==> src/design/game_pkg.sv <==
package game_pkg;

	localparam int FIELD_W = 160;
	localparam int FIELD_H = 120;

	typedef logic [7:0] coord_t;

	// Limits on the top left corner of a tank
	localparam coord_t Y_MIN    = 8'd10;
	localparam coord_t Y_MAX    = 8'd100;
	localparam coord_t P1_X_MIN = 8'd123;
	localparam coord_t P1_X_MAX = 8'd144;
	localparam coord_t P2_X_MIN = 8'd8;
	localparam coord_t P2_X_MAX = 8'd30;
	localparam coord_t HOME_Y   = 8'd50;
	localparam coord_t GUN_DY   = 8'd3;	// Gun row below tank top

	localparam coord_t P1_BULLET_END = 8'd0;
	localparam coord_t P2_BULLET_END = 8'd152;

	typedef struct packed {
		logic up;
		logic down;
		logic left;
		logic right;
		logic fire;
	} player_cmd_t;

	typedef enum logic {
		BULLET_READY,
		BULLET_FLYING
	} bullet_state_t;

	typedef struct packed {
		coord_t        tank_x;
		coord_t        tank_y;
		coord_t        bullet_x;
		coord_t        bullet_y;
		bullet_state_t bullet_state;
	} player_pos_t;

	typedef logic [3:0] score_t;	// Wraps at 16

endpackage

==> src/design/pixel_pkg.sv <==
package pixel_pkg;
	import game_pkg::*;

	typedef enum logic [2:0] {
		COL_BLACK = 3'b000,
		COL_BLUE  = 3'b001,
		COL_CYAN  = 3'b011
	} colour_t;

	typedef struct packed {
		coord_t  x;
		coord_t  y;
		colour_t colour;
	} pixel_t;

	localparam int TANK_W   = 8;
	localparam int TANK_H   = 16;
	localparam int GUN_W    = 4;
	localparam int GUN_H    = 2;
	localparam int BULLET_W = 4;
	localparam int BULLET_H = 2;

	typedef logic [6:0] seg_t;	// Active low, bit 6 is g

	// Gun sits on the tank side that faces the opponent
	function automatic coord_t gun_x(coord_t tank_x, logic face_left);
		return face_left ? tank_x - coord_t'(GUN_W) : tank_x + coord_t'(TANK_W);
	endfunction

endpackage

==> src/design/frame_tick.sv <==
module frame_tick #(
	parameter int FRAME_CYCLES = 833333
) (
	input  logic CLOCK_50,
	input  logic arst_n,
	output logic frame
);
	localparam int CW = (FRAME_CYCLES > 1) ? $clog2(FRAME_CYCLES) : 1;

	logic [CW-1:0] count;

	always_ff @(posedge CLOCK_50 or negedge arst_n) begin
		if (!arst_n) begin
			count <= CW'(FRAME_CYCLES - 1);
			frame <= 1'b0;
		end else begin
			frame <= (count == '0);
			if (count == '0)
				count <= CW'(FRAME_CYCLES - 1);	// Fixed period reload
			else
				count <= count - CW'(1);
		end
	end

endmodule

==> src/design/player_unit.sv <==
module player_unit
	import game_pkg::*;
	import pixel_pkg::*;
#(
	parameter coord_t HOME_X     = P1_X_MAX,
	parameter coord_t X_MIN      = P1_X_MIN,
	parameter coord_t X_MAX      = P1_X_MAX,
	parameter logic   FACE_LEFT  = 1'b1,
	parameter coord_t BULLET_END = P1_BULLET_END
) (
	input  logic        CLOCK_50,
	input  logic        arst_n,
	input  logic        frame,
	input  player_cmd_t cmd,
	input  logic        hit,
	output player_pos_t pos
);
	player_pos_t nxt;
	coord_t      tx;
	coord_t      ty;
	coord_t      start_x;
	coord_t      shot_x;
	logic        flying;

	always_comb begin
		tx = pos.tank_x;
		ty = pos.tank_y;
		if (cmd.up && !cmd.down && pos.tank_y > Y_MIN)
			ty = pos.tank_y - 8'd1;
		else if (cmd.down && !cmd.up && pos.tank_y < Y_MAX)
			ty = pos.tank_y + 8'd1;
		if (cmd.left && !cmd.right && pos.tank_x > X_MIN)
			tx = pos.tank_x - 8'd1;
		else if (cmd.right && !cmd.left && pos.tank_x < X_MAX)
			tx = pos.tank_x + 8'd1;

		flying = (pos.bullet_state == BULLET_FLYING);
		// A launch leaves from the moved gun and steps at once
		start_x = flying ? pos.bullet_x : gun_x(tx, FACE_LEFT);
		shot_x = FACE_LEFT ? start_x - 8'd1 : start_x + 8'd1;

		nxt.tank_x       = tx;
		nxt.tank_y       = ty;
		nxt.bullet_x     = gun_x(tx, FACE_LEFT);	// Ready bullet rides on the gun
		nxt.bullet_y     = ty + GUN_DY;
		nxt.bullet_state = BULLET_READY;
		if ((flying || cmd.fire) && shot_x != BULLET_END) begin
			nxt.bullet_x     = shot_x;
			nxt.bullet_y     = flying ? pos.bullet_y : ty + GUN_DY;
			nxt.bullet_state = BULLET_FLYING;
		end
	end

	always_ff @(posedge CLOCK_50 or negedge arst_n) begin
		if (!arst_n) begin
			pos <= '{HOME_X, HOME_Y, gun_x(HOME_X, FACE_LEFT), HOME_Y + GUN_DY, BULLET_READY};
		end else if (frame) begin
			pos <= nxt;
		end else if (hit) begin
			pos.bullet_x     <= gun_x(pos.tank_x, FACE_LEFT);
			pos.bullet_y     <= pos.tank_y + GUN_DY;
			pos.bullet_state <= BULLET_READY;
		end
	end

endmodule

==> src/design/score_keeper.sv <==
module score_keeper
	import game_pkg::*;
	import pixel_pkg::*;
(
	input  logic        CLOCK_50,
	input  logic        arst_n,
	input  logic        frame,
	input  player_pos_t p1_pos,
	input  player_pos_t p2_pos,
	output logic        hit_p1,
	output logic        hit_p2,
	output seg_t        seg_p1,
	output seg_t        seg_p2
);
	logic   judge;
	logic   p1_scores;
	logic   p2_scores;
	score_t score_p1;
	score_t score_p2;

	function automatic logic hits(player_pos_t shooter, player_pos_t target);
		return shooter.bullet_state == BULLET_FLYING
			&& shooter.bullet_x >= target.tank_x
			&& shooter.bullet_x <= target.tank_x + coord_t'(TANK_W - 1)
			&& shooter.bullet_y >= target.tank_y
			&& shooter.bullet_y <= target.tank_y + coord_t'(TANK_H - 1);
	endfunction

	function automatic seg_t hex_seg(score_t digit);
		case (digit)
			4'h0: return 7'b100_0000;
			4'h1: return 7'b111_1001;
			4'h2: return 7'b010_0100;
			4'h3: return 7'b011_0000;
			4'h4: return 7'b001_1001;
			4'h5: return 7'b001_0010;
			4'h6: return 7'b000_0010;
			4'h7: return 7'b111_1000;
			4'h8: return 7'b000_0000;
			4'h9: return 7'b001_1000;
			4'hA: return 7'b000_1000;
			4'hB: return 7'b000_0011;
			4'hC: return 7'b100_0110;
			4'hD: return 7'b010_0001;
			4'hE: return 7'b000_0110;
			default: return 7'b000_1110;
		endcase
	endfunction

	assign p1_scores = judge && hits(p1_pos, p2_pos);
	assign p2_scores = judge && hits(p2_pos, p1_pos);

	always_ff @(posedge CLOCK_50 or negedge arst_n) begin
		if (!arst_n) begin
			judge    <= 1'b0;
			hit_p1   <= 1'b0;
			hit_p2   <= 1'b0;
			score_p1 <= '0;
			score_p2 <= '0;
		end else begin
			judge  <= frame;	// Positions have moved by then
			hit_p1 <= p1_scores;
			hit_p2 <= p2_scores;
			if (p1_scores)
				score_p1 <= score_p1 + 4'd1;
			if (p2_scores)
				score_p2 <= score_p2 + 4'd1;
		end
	end

	assign seg_p1 = hex_seg(score_p1);
	assign seg_p2 = hex_seg(score_p2);

endmodule

==> src/design/sprite_plotter.sv <==
module sprite_plotter
	import game_pkg::*;
	import pixel_pkg::*;
#(
	parameter coord_t P1_HOME_X = P1_X_MAX,
	parameter coord_t P2_HOME_X = P2_X_MIN
) (
	input  logic        CLOCK_50,
	input  logic        arst_n,
	input  logic        frame,
	input  player_pos_t p1_pos,
	input  player_pos_t p2_pos,
	output pixel_t      pixel,
	output logic        plot
);
	typedef enum logic [1:0] {
		ST_CLEAR,
		ST_IDLE,
		ST_ERASE,
		ST_DRAW
	} plot_state_t;

	plot_state_t state;
	logic [2:0]  sprite;	// 0 to 2 player 1, 3 to 5 player 2
	logic [2:0]  px;
	logic [3:0]  py;
	coord_t      cx;
	coord_t      cy;
	player_pos_t snap_p1;	// What is on screen now
	player_pos_t snap_p2;

	player_pos_t src;
	logic        first_draw;
	logic        walk;
	logic        row_end;
	logic        sprite_end;
	coord_t      base_x;
	coord_t      base_y;
	logic [2:0]  w_last;
	logic [3:0]  h_last;
	colour_t     draw_colour;

	assign first_draw = (state == ST_DRAW) && sprite == 3'd0 && px == 3'd0 && py == 4'd0;
	assign walk = (state == ST_ERASE) || (state == ST_DRAW) || (state == ST_IDLE && frame);

	always_comb begin
		// First draw pixel reads the positions being latched
		if (sprite < 3'd3)
			src = first_draw ? p1_pos : snap_p1;
		else
			src = snap_p2;

		base_x = src.bullet_x;
		base_y = src.bullet_y;
		w_last = 3'(BULLET_W - 1);
		h_last = 4'(BULLET_H - 1);
		if (sprite == 3'd0 || sprite == 3'd3) begin
			base_x = src.tank_x;
			base_y = src.tank_y;
			w_last = 3'(TANK_W - 1);
			h_last = 4'(TANK_H - 1);
		end else if (sprite == 3'd1 || sprite == 3'd4) begin
			base_x = gun_x(src.tank_x, sprite == 3'd1);
			base_y = src.tank_y + GUN_DY;
			w_last = 3'(GUN_W - 1);
			h_last = 4'(GUN_H - 1);
		end

		if (state != ST_DRAW)
			draw_colour = COL_BLACK;
		else if (sprite < 3'd3)
			draw_colour = COL_CYAN;
		else
			draw_colour = COL_BLUE;
	end

	assign row_end = (px == w_last);
	assign sprite_end = row_end && (py == h_last);

	always_ff @(posedge CLOCK_50 or negedge arst_n) begin
		if (!arst_n) begin
			state   <= ST_CLEAR;
			plot    <= 1'b0;
			sprite  <= '0;
			px      <= '0;
			py      <= '0;
			cx      <= '0;
			cy      <= '0;
			snap_p1 <= '{P1_HOME_X, HOME_Y, gun_x(P1_HOME_X, 1'b1), HOME_Y + GUN_DY, BULLET_READY};
			snap_p2 <= '{P2_HOME_X, HOME_Y, gun_x(P2_HOME_X, 1'b0), HOME_Y + GUN_DY, BULLET_READY};
		end else begin
			plot <= (state == ST_CLEAR) || walk;
			if (state == ST_CLEAR) begin
				if (cx == coord_t'(FIELD_W - 1)) begin
					cx <= '0;
					cy <= cy + 8'd1;
					if (cy == coord_t'(FIELD_H - 1))
						state <= ST_IDLE;
				end else begin
					cx <= cx + 8'd1;
				end
			end else if (walk) begin
				if (state == ST_IDLE)
					state <= ST_ERASE;	// Frames during a sequence are ignored
				if (first_draw) begin
					snap_p1 <= p1_pos;
					snap_p2 <= p2_pos;
				end
				if (!row_end) begin
					px <= px + 3'd1;
				end else begin
					px <= '0;
					if (!sprite_end) begin
						py <= py + 4'd1;
					end else begin
						py <= '0;
						if (sprite == 3'd5) begin
							sprite <= '0;
							state <= (state == ST_DRAW) ? ST_IDLE : ST_DRAW;
						end else begin
							sprite <= sprite + 3'd1;
						end
					end
				end
			end
		end
	end

	always_ff @(posedge CLOCK_50) begin
		if (state == ST_CLEAR)
			pixel <= '{x: cx, y: cy, colour: COL_BLACK};
		else
			pixel <= '{x: base_x + coord_t'(px), y: base_y + coord_t'(py), colour: draw_colour};
	end

endmodule

==> src/design/tank_duel.sv <==
module tank_duel
	import game_pkg::*;
	import pixel_pkg::*;
#(
	parameter int FRAME_CYCLES = 833333
) (
	input  logic        CLOCK_50,
	input  logic        arst_n,
	input  player_cmd_t p1_cmd,
	input  player_cmd_t p2_cmd,
	output pixel_t      pixel,
	output logic        plot,
	output seg_t        seg_p1,
	output seg_t        seg_p2
);
	localparam coord_t P1_HOME_X = 8'd144;
	localparam coord_t P2_HOME_X = 8'd8;

	logic        frame;
	logic        hit_p1;
	logic        hit_p2;
	player_pos_t p1_pos;
	player_pos_t p2_pos;

	frame_tick #(
		.FRAME_CYCLES(FRAME_CYCLES)
	) i_frame_tick (
		.CLOCK_50(CLOCK_50),
		.arst_n  (arst_n),
		.frame   (frame)
	);

	// Player 1 holds the right half and shoots left
	player_unit #(
		.HOME_X    (P1_HOME_X),
		.X_MIN     (P1_X_MIN),
		.X_MAX     (P1_X_MAX),
		.FACE_LEFT (1'b1),
		.BULLET_END(P1_BULLET_END)
	) i_player_1 (
		.CLOCK_50(CLOCK_50),
		.arst_n  (arst_n),
		.frame   (frame),
		.cmd     (p1_cmd),
		.hit     (hit_p1),
		.pos     (p1_pos)
	);

	player_unit #(
		.HOME_X    (P2_HOME_X),
		.X_MIN     (P2_X_MIN),
		.X_MAX     (P2_X_MAX),
		.FACE_LEFT (1'b0),
		.BULLET_END(P2_BULLET_END)
	) i_player_2 (
		.CLOCK_50(CLOCK_50),
		.arst_n  (arst_n),
		.frame   (frame),
		.cmd     (p2_cmd),
		.hit     (hit_p2),
		.pos     (p2_pos)
	);

	score_keeper i_score_keeper (
		.CLOCK_50(CLOCK_50),
		.arst_n  (arst_n),
		.frame   (frame),
		.p1_pos  (p1_pos),
		.p2_pos  (p2_pos),
		.hit_p1  (hit_p1),
		.hit_p2  (hit_p2),
		.seg_p1  (seg_p1),
		.seg_p2  (seg_p2)
	);

	sprite_plotter #(
		.P1_HOME_X(P1_HOME_X),
		.P2_HOME_X(P2_HOME_X)
	) i_sprite_plotter (
		.CLOCK_50(CLOCK_50),
		.arst_n  (arst_n),
		.frame   (frame),
		.p1_pos  (p1_pos),
		.p2_pos  (p2_pos),
		.pixel   (pixel),
		.plot    (plot)
	);

endmodule

==> config.mk <==
export PLATFORM = sky130hd
export DESIGN_NAME = tank_duel
export DESIGN_NICKNAME = d
export VERILOG_FILES = /design/src/design/game_pkg.sv /design/src/design/pixel_pkg.sv /design/src/design/frame_tick.sv /design/src/design/player_unit.sv /design/src/design/score_keeper.sv /design/src/design/sprite_plotter.sv /design/src/design/tank_duel.sv
export SDC_FILE = /design/constraint.sdc
export NUM_CORES = 1
export LEC_CHECK = 0
export ABC_CLOCK_PERIOD_IN_PS = 8270
export BUFFER_PORTS_ARGS = -buffer_cell sky130_fd_sc_hd__buf_2
export CAP_MARGIN = 10
export CORE_ASPECT_RATIO = 1.25
export CORE_MARGIN = 2
export CORE_UTILIZATION = 50
export CTS_BUF_LIST = sky130_fd_sc_hd__clkbuf_2
export DETAILED_ROUTE_END_ITERATION = 10
export GPL_TIMING_DRIVEN = 0
export PLACE_DENSITY = 0.66
export SYNTH_ARGS = -nofsm -noshare
export SYNTH_HDL_FRONTEND = slang
export SYNTH_SLANG_ARGS = --single-unit
==> constraint.sdc <==
create_clock -name CLOCK_50 -period 8.27 [get_ports CLOCK_50]
set_input_delay 0.827 -clock CLOCK_50 [delete_from_list [all_inputs] [get_ports CLOCK_50]]
set_output_delay 0.827 -clock CLOCK_50 [all_outputs]
set_load 0.02 [all_outputs]
==> results of run 1 <==
==> state kept, by name, indices dropped and copies added, names as in the netlist <==
name                      count
i_player_1.pos               32
i_player_2.pos               32
i_sprite_plotter.snap_p1     32
i_sprite_plotter.snap_p2     32
i_frame_tick.count           20
i_sprite_plotter.pixel       18
i_sprite_plotter.cx           8
i_sprite_plotter.cy           8
i_score_keeper.score_p1       4
i_score_keeper.score_p2       4
i_sprite_plotter.py           4
i_sprite_plotter.px           3
i_sprite_plotter.sprite       3
i_sprite_plotter.state        2
i_frame_tick.frame            1
i_player_1.flying             1
i_player_2.flying             1
i_score_keeper.hit_p1         1
i_score_keeper.hit_p2         1
i_score_keeper.judge          1
i_sprite_plotter.plot         1
==> timing repair <==
item / in CTS / in global routing
hold endpoints to repair: 47 / 0
hold buffers: 1 / 0
endpoints found under the setup margin: 0 / 0
setup buffers: 0 / 0
==> kinds of logic (layout without fill, tap and decap cells) <==
logic type,Yosys count,after routing
AOI/OAI and AO/OA,385,385
xor gates and xnor gates,139,139
adders and majority gates,120,120
buffers and inverters,178,326
DFF,209,209
muxes,66,66
other,1,2
and+or+nand+nor,609,609
==> final timing paths <==
path / start / endpoint / cells past startpoint
setup / recovery: i_player_1.pos[25] / i_player_1.pos[7] / 18
hold / removal: p1_cmd[0] / i_player_1.flying / 3
setup reg to reg: i_player_1.pos[25] / i_player_1.pos[7] / 18
hold reg to reg: i_sprite_plotter.snap_p2[13] / i_sprite_plotter.snap_p2[13] / 2
max in group asynchronous: arst_n / i_player_2.pos[20] / 3
min in group asynchronous: arst_n / i_sprite_plotter.cx[2] / 2
==> where the power goes <==
| part | internal (mW) | switching, mW |
|---|---|---|
| Combinational | 0.0350 | 0.0671 |
| Sequential | 1.03 | 0.00849 |
| Clock | 0.362 | 0.450 |
==> through the flow <==
step | total power [mW] | instance area, µm² | worst slack, ns
final | 1.951 | 16200 | 3.062
after detailed placement | 1.157 | 15620 | 3.116
after CTS | 1.983 | 16200 | 3.135
after floorplan | 1.110 | 14860 | 4.017
after global routing | 2.047 | 16200 | 2.564
after global placement | 1.153 | 15580 | 3.139
==> synthesized netlist by cell type, types with 6 or more instances <==
master,number,area share
sky130_fd_sc_hd__nand4_1,28,0.012
sky130_fd_sc_hd__a21oi_1,68,0.023
sky130_fd_sc_hd__mux2i_1,41,0.028
sky130_fd_sc_hd__and3b_1,7,0.0041
sky130_fd_sc_hd__or3_1,12,0.0051
sky130_fd_sc_hd__and3_1,16,0.0067
sky130_fd_sc_hd__o31ai_1,14,0.0071
sky130_fd_sc_hd__nor3_1,40,0.013
sky130_fd_sc_hd__buf_2,6,0.0020
sky130_fd_sc_hd__xnor2_1,116,0.068
sky130_fd_sc_hd__clkinv_1,9,0.0023
sky130_fd_sc_hd__a31oi_1,20,0.0084
sky130_fd_sc_hd__o21ai_0,118,0.040
sky130_fd_sc_hd__nor4_1,11,0.0046
sky130_fd_sc_hd__o21a_1,28,0.014
sky130_fd_sc_hd__nand3_1,60,0.020
sky130_fd_sc_hd__o22ai_1,10,0.0042
sky130_fd_sc_hd__nand2b_1,22,0.0093
sky130_fd_sc_hd__a221oi_1,7,0.0041
sky130_fd_sc_hd__clkbuf_1,63,0.016
sky130_fd_sc_hd__ha_1,118,0.099
sky130_fd_sc_hd__o21ai_1,6,0.0020
sky130_fd_sc_hd__o211ai_1,13,0.0066
sky130_fd_sc_hd__xor2_1,22,0.013
sky130_fd_sc_hd__nor2_1,107,0.027
sky130_fd_sc_hd__and2_1,13,0.0055
sky130_fd_sc_hd__dfrtp_1,138,0.23
sky130_fd_sc_hd__a21o_1,14,0.0071
sky130_fd_sc_hd__nor2b_1,15,0.0063
sky130_fd_sc_hd__buf_1,8,0.0020
sky130_fd_sc_hd__o31a_1,8,0.0047
sky130_fd_sc_hd__a32oi_1,6,0.0035
sky130_fd_sc_hd__a211oi_1,9,0.0045
sky130_fd_sc_hd__nand2_1,244,0.062
sky130_fd_sc_hd__dfxtp_1,18,0.024
sky130_fd_sc_hd__dfstp_2,53,0.094
sky130_fd_sc_hd__mux2_2,19,0.014
sky130_fd_sc_hd__inv_1,85,0.021
==> worst reg2reg max path, delay by kind of cell (launching register included) <==
family | cells | cell delay (ns)
AOI/OAI and AO/OA | 4 | 0.98
adders and majority gates | 2 | 0.68
buffers and inverters | 2 | 0.54
DFF | 1 | 0.60
muxes | 1 | 0.36
and+or+nand+nor | 9 | 1.97
==> per-layer routing <==
| metal | part of all wire | wire [µm] |
|---|---|---|
| met1 | 0.42 | 16980 |
| met5 | 0 | 0 |
| met3 | 0.047 | 1911 |
| met4 | 0.035 | 1416 |
| met2 | 0.50 | 20070 |
==> cell type report <==
class                   instances  area [µm²]
clock inverters                20       163.9
inverters                      97       364.1
repair buffers                 46       267.8
well taps                     396       495.5
clock buffers                  82       410.4
flip-flops and latches        209        5206
fillers                      2812       13050
multi-input cells            1320        8957
diodes                          1       2.502
plain buffers                  81       334.1
==> placed cells by master, fill, tap and decap left out, drive strengths merged, types with 8 or more instances in the layout <==
cell    instances
o21ai         125
mux2           25
buf            63
o31ai          15
ha            118
nand2b         23
o211ai         13
nand4          28
o22ai          10
a21o           14
a21oi          68
and3           16
and2           13
nor2          108
inv            88
a221oi         10
nor3           41
a211oi         10
mux2i          41
nand3          61
nand2         244
dfstp          53
or3            12
o31a            8
dfxtp          18
clkinv         26
xnor2         116
nor2b          15
xor2           22
clkbuf        145
o21a           28
a31oi          21
dfrtp         138
nor4           11
==> summary.txt, run 1 <==
Status
  – Result of the run: finished, final reports clean

Critical path
  – Maximum fanout encountered on the critical timing path: 10
  – Family of cells with the greatest summed delay on the critical path: simple AND/OR/NAND/NOR gates
  – Critical path required time: 9.05 ns
  – Startpoint type of the worst setup path: flop
  – Worst EP arrival: 5.99 ns
  – CP max stage cell: sky130_fd_sc_hd__dfrtp_1
  – Cells along the critical path: clkinv_1, ha_1, and3b_1, and3_1, o21ai_1, nand2_1, ha_1, and3b_1, o211ai_1, o31ai_1, nor3_1, nand3_1, nand3_1, nor4b_2, nand2b_4, buf_6, a31oi_4, mux2_4
  – Delay of the slowest cell on the worst path: 0.60 ns
  – WP buf/inv: 2
  – CP endpoint kind: flop
  – Slack of the worst reg-to-reg path: 3.06 ns
  – Setup CP Type: flop to flop

Logic synthesis
  – Synth async-reset ratio: 0.9139
  – Multiplexer area fraction after synthesis: 0.04782
  – Main combinational cell family by area after synthesis: simple AND/OR/NAND/NOR gates
  – Fraction of the yosys area taken by sequential cells: 0.3503
  – Flop and latch count out of synthesis: about 210
  – Distinct cell type count after synthesis: 96
  – Compound-gate portion of the synthesized area: 0.1732
  – Warnings from Yosys: 0
  – Post-synth EDFFs: 0
  – Share of synthesized cell area in and, or, nand and nor gates: 0.1966
  – Synthesized area per cell: 8.706 µm²
  – Post-Synthesis Net Count: 1839
  – Most common flop cell mapped by yosys: sky130_fd_sc_hd__dfrtp_1
  – Synthesized instance count: 1707
  – Adder-cell share of the synthesized area: 0.1020
  – Area of the mapped netlist: 0.01486 mm²
  – Fraction of synthesized cell area in xor and xnor cells: 0.08284

STA
  – Hold Worst Slack: 0.2687 ns
  – Clock skew after layout: 0.04541 ns
  – Maximum achievable frequency: 0.1920 GHz
  – Setup repair after global routing missed its margin: no
  – Clock period minus worst slack: 5.208 ns
  – Final count of negative-setup-slack endpoints: 0
  – Post-Route Setup TNS: 0 ns
  – Number of hold violations in the final report: 0
  – Count of final max-slew check failures: 0
  – Transition time of the tightest slew-check pin: 1.205 ns
  – Worst slew margin relative to its limit: 0.1859
  – Fin crit share: 0.6298

Clocking
  – Number of CTS-inserted buffers: between 50 and 60
  – CTS H-tree depth: 2
  – CTS max path bufs: 3
  – Clk Latency, worst-skew pair: 0.90 ns
  – CTS-repair resized insts: 0
  – Clock edge transition at the registers on the reported setup and hold paths: 0.11 ns
  – CTS root buffer: sky130_fd_sc_hd__clkbuf_2
  – Clock tree from TritonCTS: done
  – Number of clock sinks: 209

Detailed routing
  – Vias per std cell: 5.761
  – Violation count after the first detailed-routing iteration: 767
  – DR vias: 12970
  – Wire length reported by the detailed router: about 40000 µm
  – Final antenna-violating net count: 0
  – Residual DRC count: 0
  – Mean routed wirelength per cell: roughly 18 µm
  – Pre-antenna DRT Iters: 6

Global route
  – GR Util met1: 0.3274
  – Global route hottest layer: met2
  – Via count of the first global-routing pass: 12780
  – Antenna violations before repair: 1
  – Aggregate global-route resource usage: 0.2655
  – Wire length of the first global-routing pass: approximately 66000 µm
  – Global routing usage on met3: 0.04002
  – Overflow after GRT: 0
  – Largest net degree at the start of global routing: 119
  – Met2 GRT Util: 0.4636

Cells and area
  – Final instance count without filler cells: 2252
  – Area growth syn-to-layout: 9.017%
  – Fraction of final layout cells sized beyond drive strength 1: 0.1358
  – Layout net count: 1941
  – Share of the core filled with cells: 0.5538

Floorplan
  – Die Width: 158.2 µm
  – Die Span Y: 196.8 µm
  – Cell row count: 70
  – IO Pins: 46
  – Core area: slightly below 0.03 mm²
  – Area enclosed by the die boundary: 0.03113 mm²
  – Initial Utilization: 0.5080

Flow run
  – Number of maximum-capacitance constraint violations: 0

Power and ir drop
  – Pwr/cell area: 120.4 mW/mm²
  – Static Leakage: 7.289 nW
  – Max VDD drop: between 0.06 and 0.07 mV

Place
  – Detailed-placement wirelength estimate: 30710 µm
  – Cell total after placement: 2148
  – Number of buffers inserted by port buffering: between 40 and 50
  – Routability cong.: 0.9118

Hold path
  – Type of the worst min-delay path: input port to flop
No activity file was read; power rests on OpenSTA's default activity.
==> run 2, diff against run 1 <==
Settings changed: ABC_CLOCK_PERIOD_IN_PS 8270 to 4200, PLACE_DENSITY 0.66 to 0.69.
Clock period 8.27 ns to 4.2 ns, I/O delays scaled along.
==> run 2 against run 1 <==
Net effect: critical path depth decreased by 1; routed wire length increased by 2.8%; clock skew increased by 0.035 ns; first-iteration DRC count increased by 18%; register-to-register slack got worse by 3.0 ns; total power increased by 90%; fmax increased by 25%; worst hold slack got worse by 0.20 ns; non-clock buffer count increased by 33; via count increased by 1.6%; utilization increased by 1.9 points.
==> summary.txt, run 2 (synthesis gave the netlist of run 1 again) <==
Global route
  – Wire length of the first global-routing pass: 66000 µm
  – Via count of the first global-routing pass: ~13000
  – Overflow after GRT: 0
  – Aggregate global-route resource usage: 0.2672
  – Largest net degree at the start of global routing: roughly 120
  – Antenna violations before repair: 1

Detailed routing
  – Mean routed wirelength per cell: 18.18 µm
  – Wire length reported by the detailed router: 41500 µm
  – Residual DRC count: 0
  – Final antenna-violating net count: 0
  – Pre-antenna DRT Iters: 8
  – Violation count after the first detailed-routing iteration: 908
  – DR vias: roughly 13000
  – Vias per std cell: 5.773

Power and ir drop
  – Pwr/cell area: about 220 mW/mm²
  – Static Leakage: 7.506 nW
  – Max VDD drop: approximately 0.17 mV
  – Power, Total: 3.711 mW

Cells and area
  – Final instance area: 0.01677 mm²
  – Layout net count: between 1500 and 2000
  – Fraction of final layout cells sized beyond drive strength 1: 0.1803
  – Final instance count without filler cells: around 2300
  – Most frequent standard cell in the layout excluding fill and tap cells: sky130_fd_sc_hd__nand2_1
  – Area growth syn-to-layout: 12.82%
  – Most frequent cells in the layout: sky130_fd_sc_hd__nand2_1 (243), sky130_fd_sc_hd__dfrtp_1 (131), sky130_fd_sc_hd__xnor2_1 (115), sky130_fd_sc_hd__o21ai_0 (114), sky130_fd_sc_hd__ha_1 (114)

Status
  – Result of the run: finished, final reports clean

Critical path
  – Startpoint type of the worst setup path: flop
  – Worst EP arrival: 4.89 ns
  – Delay of the slowest cell on the worst path: 0.47 ns
  – Worst reg2reg endpoint: i_player_1.pos[7]
  – Family of cells with the greatest summed delay on the critical path: simple AND/OR/NAND/NOR gates
  – Slack of the worst reg-to-reg path: between 0.03 and 0.04 ns
  – Critical path required time: 4.93 ns
  – Setup CP Type: flop to flop
  – CP max stage cell: sky130_fd_sc_hd__dfrtp_2
  – WP buf/inv: 2
  – CP endpoint kind: flop
  – Depth of the most critical reg-to-reg path: 17
  – Maximum fanout encountered on the critical timing path: 8
  – R2r startpoint: i_player_1.pos[25]
  – Cells along the critical path: clkinv_4, ha_4, and3b_1, and3_1, o21ai_2, nand2_2, ha_4, and3b_1, o211ai_1, o31ai_4, or3_1, a211oi_2, xnor2_2, nand2b_4, a31oi_4, buf_12, mux2_4

Place
  – Routability cong.: ~0.94
  – Detailed-placement wirelength estimate: 30570 µm
  – Placed cell areas: 0.01562 mm²
  – Number of buffers inserted by port buffering: 44
  – Cell total after placement: between 2000 and 2500

Floorplan
  – Die Width: 158.2 µm
  – Cell row count: 70
  – IO Pins: 46
  – Initial Utilization: 0.5080
  – Area enclosed by the die boundary: around 0.031 mm²
  – Die Span Y: a little under 200 µm
  – Core area: 0.02925 mm²

STA
  – Transition time of the tightest slew-check pin: 1.056 ns
  – Count of final max-slew check failures: 0
  – Post-Route Setup TNS: 0 ns
  – Worst slew margin relative to its limit: 0.2942
  – Fin crit share: 0.9907
  – Clock skew after layout: 0.08003 ns
  – Number of hold violations in the final report: 0
  – Final count of negative-setup-slack endpoints: 0
  – Maximum achievable frequency: between 0.2 and 0.25 GHz
  – Clock period minus worst slack: about 4.2 ns
  – Setup repair after global routing missed its margin: yes

Clocking
  – CTS max path bufs: 3
  – CTS root buffer: sky130_fd_sc_hd__clkbuf_2
  – Number of clock sinks: 209
  – Clk Latency, worst-skew pair: 0.91 ns
  – Number of CTS-inserted buffers: 54
  – Clock tree from TritonCTS: done
  – Clock edge transition at the registers on the reported setup and hold paths: 0.13 ns
  – CTS H-tree depth: 2

Hold path
  – Type of the worst min-delay path: input port to async pin

Flow run
  – Number of maximum-capacitance constraint violations: 0
## run 2: area by class of cell
type,instances,area (µm²)
multi-input cells,1320,9223
clock inverters,20,108.9
repair buffers,89,631.9
diodes,1,2.502
clock buffers,80,400.4
plain buffers,71,311.5
inverters,97,379.1
fillers,2713,12490
well taps,396,495.5
flip-flops and latches,209,5215
## run 2: worst max-delay path by stage
| stage | endpoint | startpoint | slack [ns] | depth (start not counted) |
|---|---|---|---|---|
| after detailed placement | i_player_2.pos[9] | i_player_2.pos[29] | -0.85 | 18 |
| after global routing | i_player_1.pos[7] | i_player_1.pos[28] | -0.09 | 15 |
| final | i_player_1.pos[7] | i_player_1.pos[25] | 0.04 | 17 |
| after CTS | i_player_1.pos[7] | i_player_1.pos[26] | 0.008 | 20 |
| after global placement | i_sprite_plotter.pixel[10] | i_sprite_plotter.sprite[1] | -0.81 | 19 |
| after floorplan | i_player_1.pos[4] | i_player_1.pos[27] | 0.004 | 18 |
## run 2: repair_timing
item	CTS	global route
endpoints found under the setup margin	48	34
hold buffers	6	0
hold endpoints to repair	85	0
buffers inserted	19	19
pin swaps	14	15
resized for setup	44	45
## run 2: layer usage
metal  wire, µm  vias up  global-route usage
met4       2048        0              0.1281
li1           -     6340                   -
met3       2589      137             0.04178
met1      16640     6189              0.3217
met2      20230      513              0.4633
met5          0        -                   0
## run 2: worst reg2reg max path: stages (launching register included)
cell,delay (ns)
sky130_fd_sc_hd__dfrtp_2,0.47
sky130_fd_sc_hd__clkinv_4,0.14
sky130_fd_sc_hd__ha_4,0.22
sky130_fd_sc_hd__and3b_1,0.20
sky130_fd_sc_hd__and3_1,0.22
sky130_fd_sc_hd__o21ai_2,0.20
sky130_fd_sc_hd__nand2_2,0.12
sky130_fd_sc_hd__ha_4,0.19
sky130_fd_sc_hd__and3b_1,0.15
sky130_fd_sc_hd__o211ai_1,0.27
sky130_fd_sc_hd__o31ai_4,0.15
sky130_fd_sc_hd__or3_1,0.38
sky130_fd_sc_hd__a211oi_2,0.26
sky130_fd_sc_hd__xnor2_2,0.18
sky130_fd_sc_hd__nand2b_4,0.23
sky130_fd_sc_hd__a31oi_4,0.11
sky130_fd_sc_hd__buf_12,0.20
sky130_fd_sc_hd__mux2_4,0.30
## run 2: stage by stage
step / hold slack [ns] / worst slack [ns] / utilization
finish: 0.06519 / 0.03914 / 0.5732
global route: 0.08109 / -0.08901 / 0.5732
CTS: 0.03522 / 0.008219 / 0.5633
detailed placement: 0.4531 / -0.8482 / 0.5340
global placement: 0.4434 / -0.8082 / 0.5327
floorplan: 0.1244 / 0.004404 / -
## run 2: power breakdown
part | internal, mW | switching, mW | leakage, nW
Sequential | 2.02 | 0.0192 | 2.51
Clock | 0.575 | 0.883 | 0.390
Combinational | 0.0744 | 0.135 | 4.60
==> run 3, diff against run 2 <==
Settings changed: CORE_UTILIZATION 50 to 45, PLACE_DENSITY 0.69 to default.
==> run 3 against run 2 <==
Net effect: largest power group unchanged; sequential power is essentially flat; critical endpoint unchanged; first-iteration DRC count shrank 5.4%; cell area grew 0.62%; flip-flop and latch count is the same; die area grew 11%; combinational power is essentially flat; global-route usage shrank 2.4 points.
==> summary.txt, run 3 (synthesis gave the netlist of run 1 again) <==
Status
  – Result of the run: finished, final reports clean

Place
  – Number of buffers inserted by port buffering: 44
  – Cell total after placement: approximately 2200
  – Worst Setup Slack post-DPL: -0.9233 ns
  – Routability cong.: 0.9064
  – Detailed-placement wirelength estimate: 31690 µm

Power and ir drop
  – Relative contribution of the clock network to total power: 0.392
  – Seq pwr share: 0.551
  – Pwr/cell area: 219.7 mW/mm²
  – Cell-internal power: 2.636 mW
  – Switching part of the total power: 0.2889
  – Switching power of the nets: 1.071 mW
  – Static Leakage: 7.555 nW
  – Power, Total: 3.707 mW
  – Power share of the combinational group: 0.057
  – Max VDD drop: 0.1737 mV

Detailed routing
  – Violation count after the first detailed-routing iteration: 859
  – Final antenna-violating net count: 0
  – Wire length reported by the detailed router: 42720 µm
  – Mean routed wirelength per cell: 18.40 µm
  – DR vias: 13160
  – Vias per std cell: 5.671
  – Pre-antenna DRT Iters: 8
  – Residual DRC count: 0

Cells and area
  – Layout net count: 1984
  – Area growth syn-to-layout: 13.52%
  – Final instance count without filler cells: 2321
  – Most frequent cells in the layout: sky130_fd_sc_hd__nand2_1 (243), sky130_fd_sc_hd__dfrtp_1 (132), sky130_fd_sc_hd__xnor2_1 (115), sky130_fd_sc_hd__o21ai_0 (113), sky130_fd_sc_hd__ha_1 (113)
  – Most frequent standard cell in the layout excluding fill and tap cells: sky130_fd_sc_hd__nand2_1
  – Fraction of final layout cells sized beyond drive strength 1: 0.1867
  – Share of the core filled with cells: 0.5177

Critical path
  – Worst EP arrival: 4.94 ns
  – Depth of the most critical reg-to-reg path: 18
  – Setup CP Type: flop to flop
  – Critical path required time: a little under 5 ns
  – Startpoint type of the worst setup path: flop
  – R2r startpoint: i_player_1.pos[27]
  – CP endpoint kind: flop
  – Slack of the worst reg-to-reg path: around 0.033 ns
  – Maximum fanout encountered on the critical timing path: 7
  – Worst reg2reg endpoint: i_player_1.pos[7]

Floorplan
  – Cell row count: 74
  – Core area: 0.03259 mm²
  – Die Width: 166.5 µm
  – IO Pins: 46
  – Area enclosed by the die boundary: 0.03450 mm²
  – Die Span Y: between 200 and 250 µm
  – Initial Utilization: 0.4560

Clocking
  – CTS max path bufs: 3
  – Clk Latency, worst-skew pair: 0.93 ns
  – Clock tree from TritonCTS: done
  – Number of CTS-inserted buffers: 57
  – CTS root buffer: sky130_fd_sc_hd__clkbuf_2
  – CTS H-tree depth: 2
  – Clock edge transition at the registers on the reported setup and hold paths: 0.12 ns
  – Number of clock sinks: approximately 210

STA
  – Minimum setup slack in the final design: 0.03287 ns
  – Fin crit share: 0.9922
  – Maximum achievable frequency: 0.2400 GHz
  – Final count of negative-setup-slack endpoints: 0
  – Number of hold violations in the final report: 0
  – Count of final max-slew check failures: 0
  – Clock period minus worst slack: 4.167 ns
  – Worst slew margin relative to its limit: 0.2774
  – Clock skew after layout: 0.06762 ns
  – Setup repair after global routing missed its margin: yes
  – Transition time of the tightest slew-check pin: 1.081 ns

Global route
  – Wire length of the first global-routing pass: 68140 µm
  – Aggregate global-route resource usage: 0.2434
  – Largest net degree at the start of global routing: between 100 and 150
  – Antenna violations before repair: 1
  – Via count of the first global-routing pass: roughly 13000
  – Overflow after GRT: 0

Flow run
  – Number of maximum-capacitance constraint violations: 0

Hold path
  – Type of the worst min-delay path: input port to async pin
run 3: cell types whose count changed in the layout (fill, tap and decap cells not counted), moves of 2 or more:
cell | previous run | this run
sky130_fd_sc_hd__o21ai_2 | 3 | 5
sky130_fd_sc_hd__clkinv_2 | 7 | 11
sky130_fd_sc_hd__ha_2 | 0 | 2
sky130_fd_sc_hd__buf_4 | 37 | 44
sky130_fd_sc_hd__clkbuf_4 | 1 | 3
sky130_fd_sc_hd__clkinv_1 | 20 | 22
run 3: metrics by stage:
| stage | setup TNS, ns | area, µm² | hold slack (ns) |
|---|---|---|---|
| floorplan | 0 | 14870 | 0.1244 |
| global placement | -102.30 | 15610 | 0.4411 |
| detailed placement | -27.84 | 15650 | 0.4445 |
| CTS | 0 | 16550 | 0.02340 |
| global route | -0.7992 | 16870 | 0.07870 |
| finish | 0 | 16870 | 0.05740 |
run 3: power groups by stage:
| stage | registers, mW | logic, mW | clock network [mW] |
|---|---|---|---|
| final | 2.04 | 0.211 | 1.45 |
| after global routing | 2.04 | 0.240 | 1.63 |
| after CTS | 2.04 | 0.212 | 1.52 |
| after detailed placement | 2.08 | 0.202 | 0 |
| after global placement | 2.08 | 0.194 | 0 |
| after floorplan | 2.07 | 0.116 | 0 |
run 3: repair_timing:
item | 4_1_cts | 5_1_grt
gates resized for setup | 48 | 43
setup endpoints to repair | 49 | 37
hold endpoints to repair | 97 | 0
setup buffers | 17 | 27
pin swaps | 12 | 18
hold buffers | 6 | 0
run 3: worst max path at each step:
stage,from,endpoint,cells after the start
floorplan,i_player_1.pos[27],i_player_1.pos[4],18
global placement,i_sprite_plotter.sprite[1],i_sprite_plotter.pixel[9],17
detailed placement,i_sprite_plotter.sprite[1],i_sprite_plotter.pixel[9],17
global route,i_player_1.pos[27],i_player_1.pos[4],20
CTS,i_player_2.pos[31],i_player_2.pos[4],15
finish,i_player_1.pos[27],i_player_1.pos[7],18
run 3: area by class of cell:
cell class | count | area (µm²)
Sequential cell | 209 | 5214
Inverter | 97 | 375.4
Multi-Input combinational cell | 1320 | 9235
Tap cell | 418 | 523.0
Antenna cell | 2 | 5.005
Fill cell | 3137 | 15720
Clock inverter | 27 | 118.9
Timing Repair Buffer | 95 | 673.1
Clock buffer | 81 | 405.4
Buffer | 72 | 321.6
run 3: worst max-delay path, stage by stage, from the launching register on:
cell,delay [ns]
sky130_fd_sc_hd__dfrtp_1,0.42
sky130_fd_sc_hd__buf_6,0.16
sky130_fd_sc_hd__clkinvlp_4,0.12
sky130_fd_sc_hd__ha_4,0.19
sky130_fd_sc_hd__nand3b_4,0.11
sky130_fd_sc_hd__nand4_1,0.18
sky130_fd_sc_hd__a221oi_4,0.36
sky130_fd_sc_hd__inv_2,0.08
sky130_fd_sc_hd__ha_4,0.19
sky130_fd_sc_hd__and3b_1,0.16
sky130_fd_sc_hd__o211ai_1,0.26
sky130_fd_sc_hd__o31ai_4,0.13
sky130_fd_sc_hd__or3_1,0.39
sky130_fd_sc_hd__a211oi_2,0.29
sky130_fd_sc_hd__xnor2_2,0.17
sky130_fd_sc_hd__nand2b_4,0.22
sky130_fd_sc_hd__a31oi_4,0.11
sky130_fd_sc_hd__buf_12,0.22
sky130_fd_sc_hd__mux2_4,0.29
run 3: per-layer routing:
metal | up-vias | GRT usage | part of all wire
met3 | 126 | 0.03554 | 0.050
met4 | 0 | 0.1091 | 0.040
li1 | 6356 | - | -
met1 | 6271 | 0.2958 | 0.42
met5 | - | 0 | 0
met2 | 410 | 0.4263 | 0.49
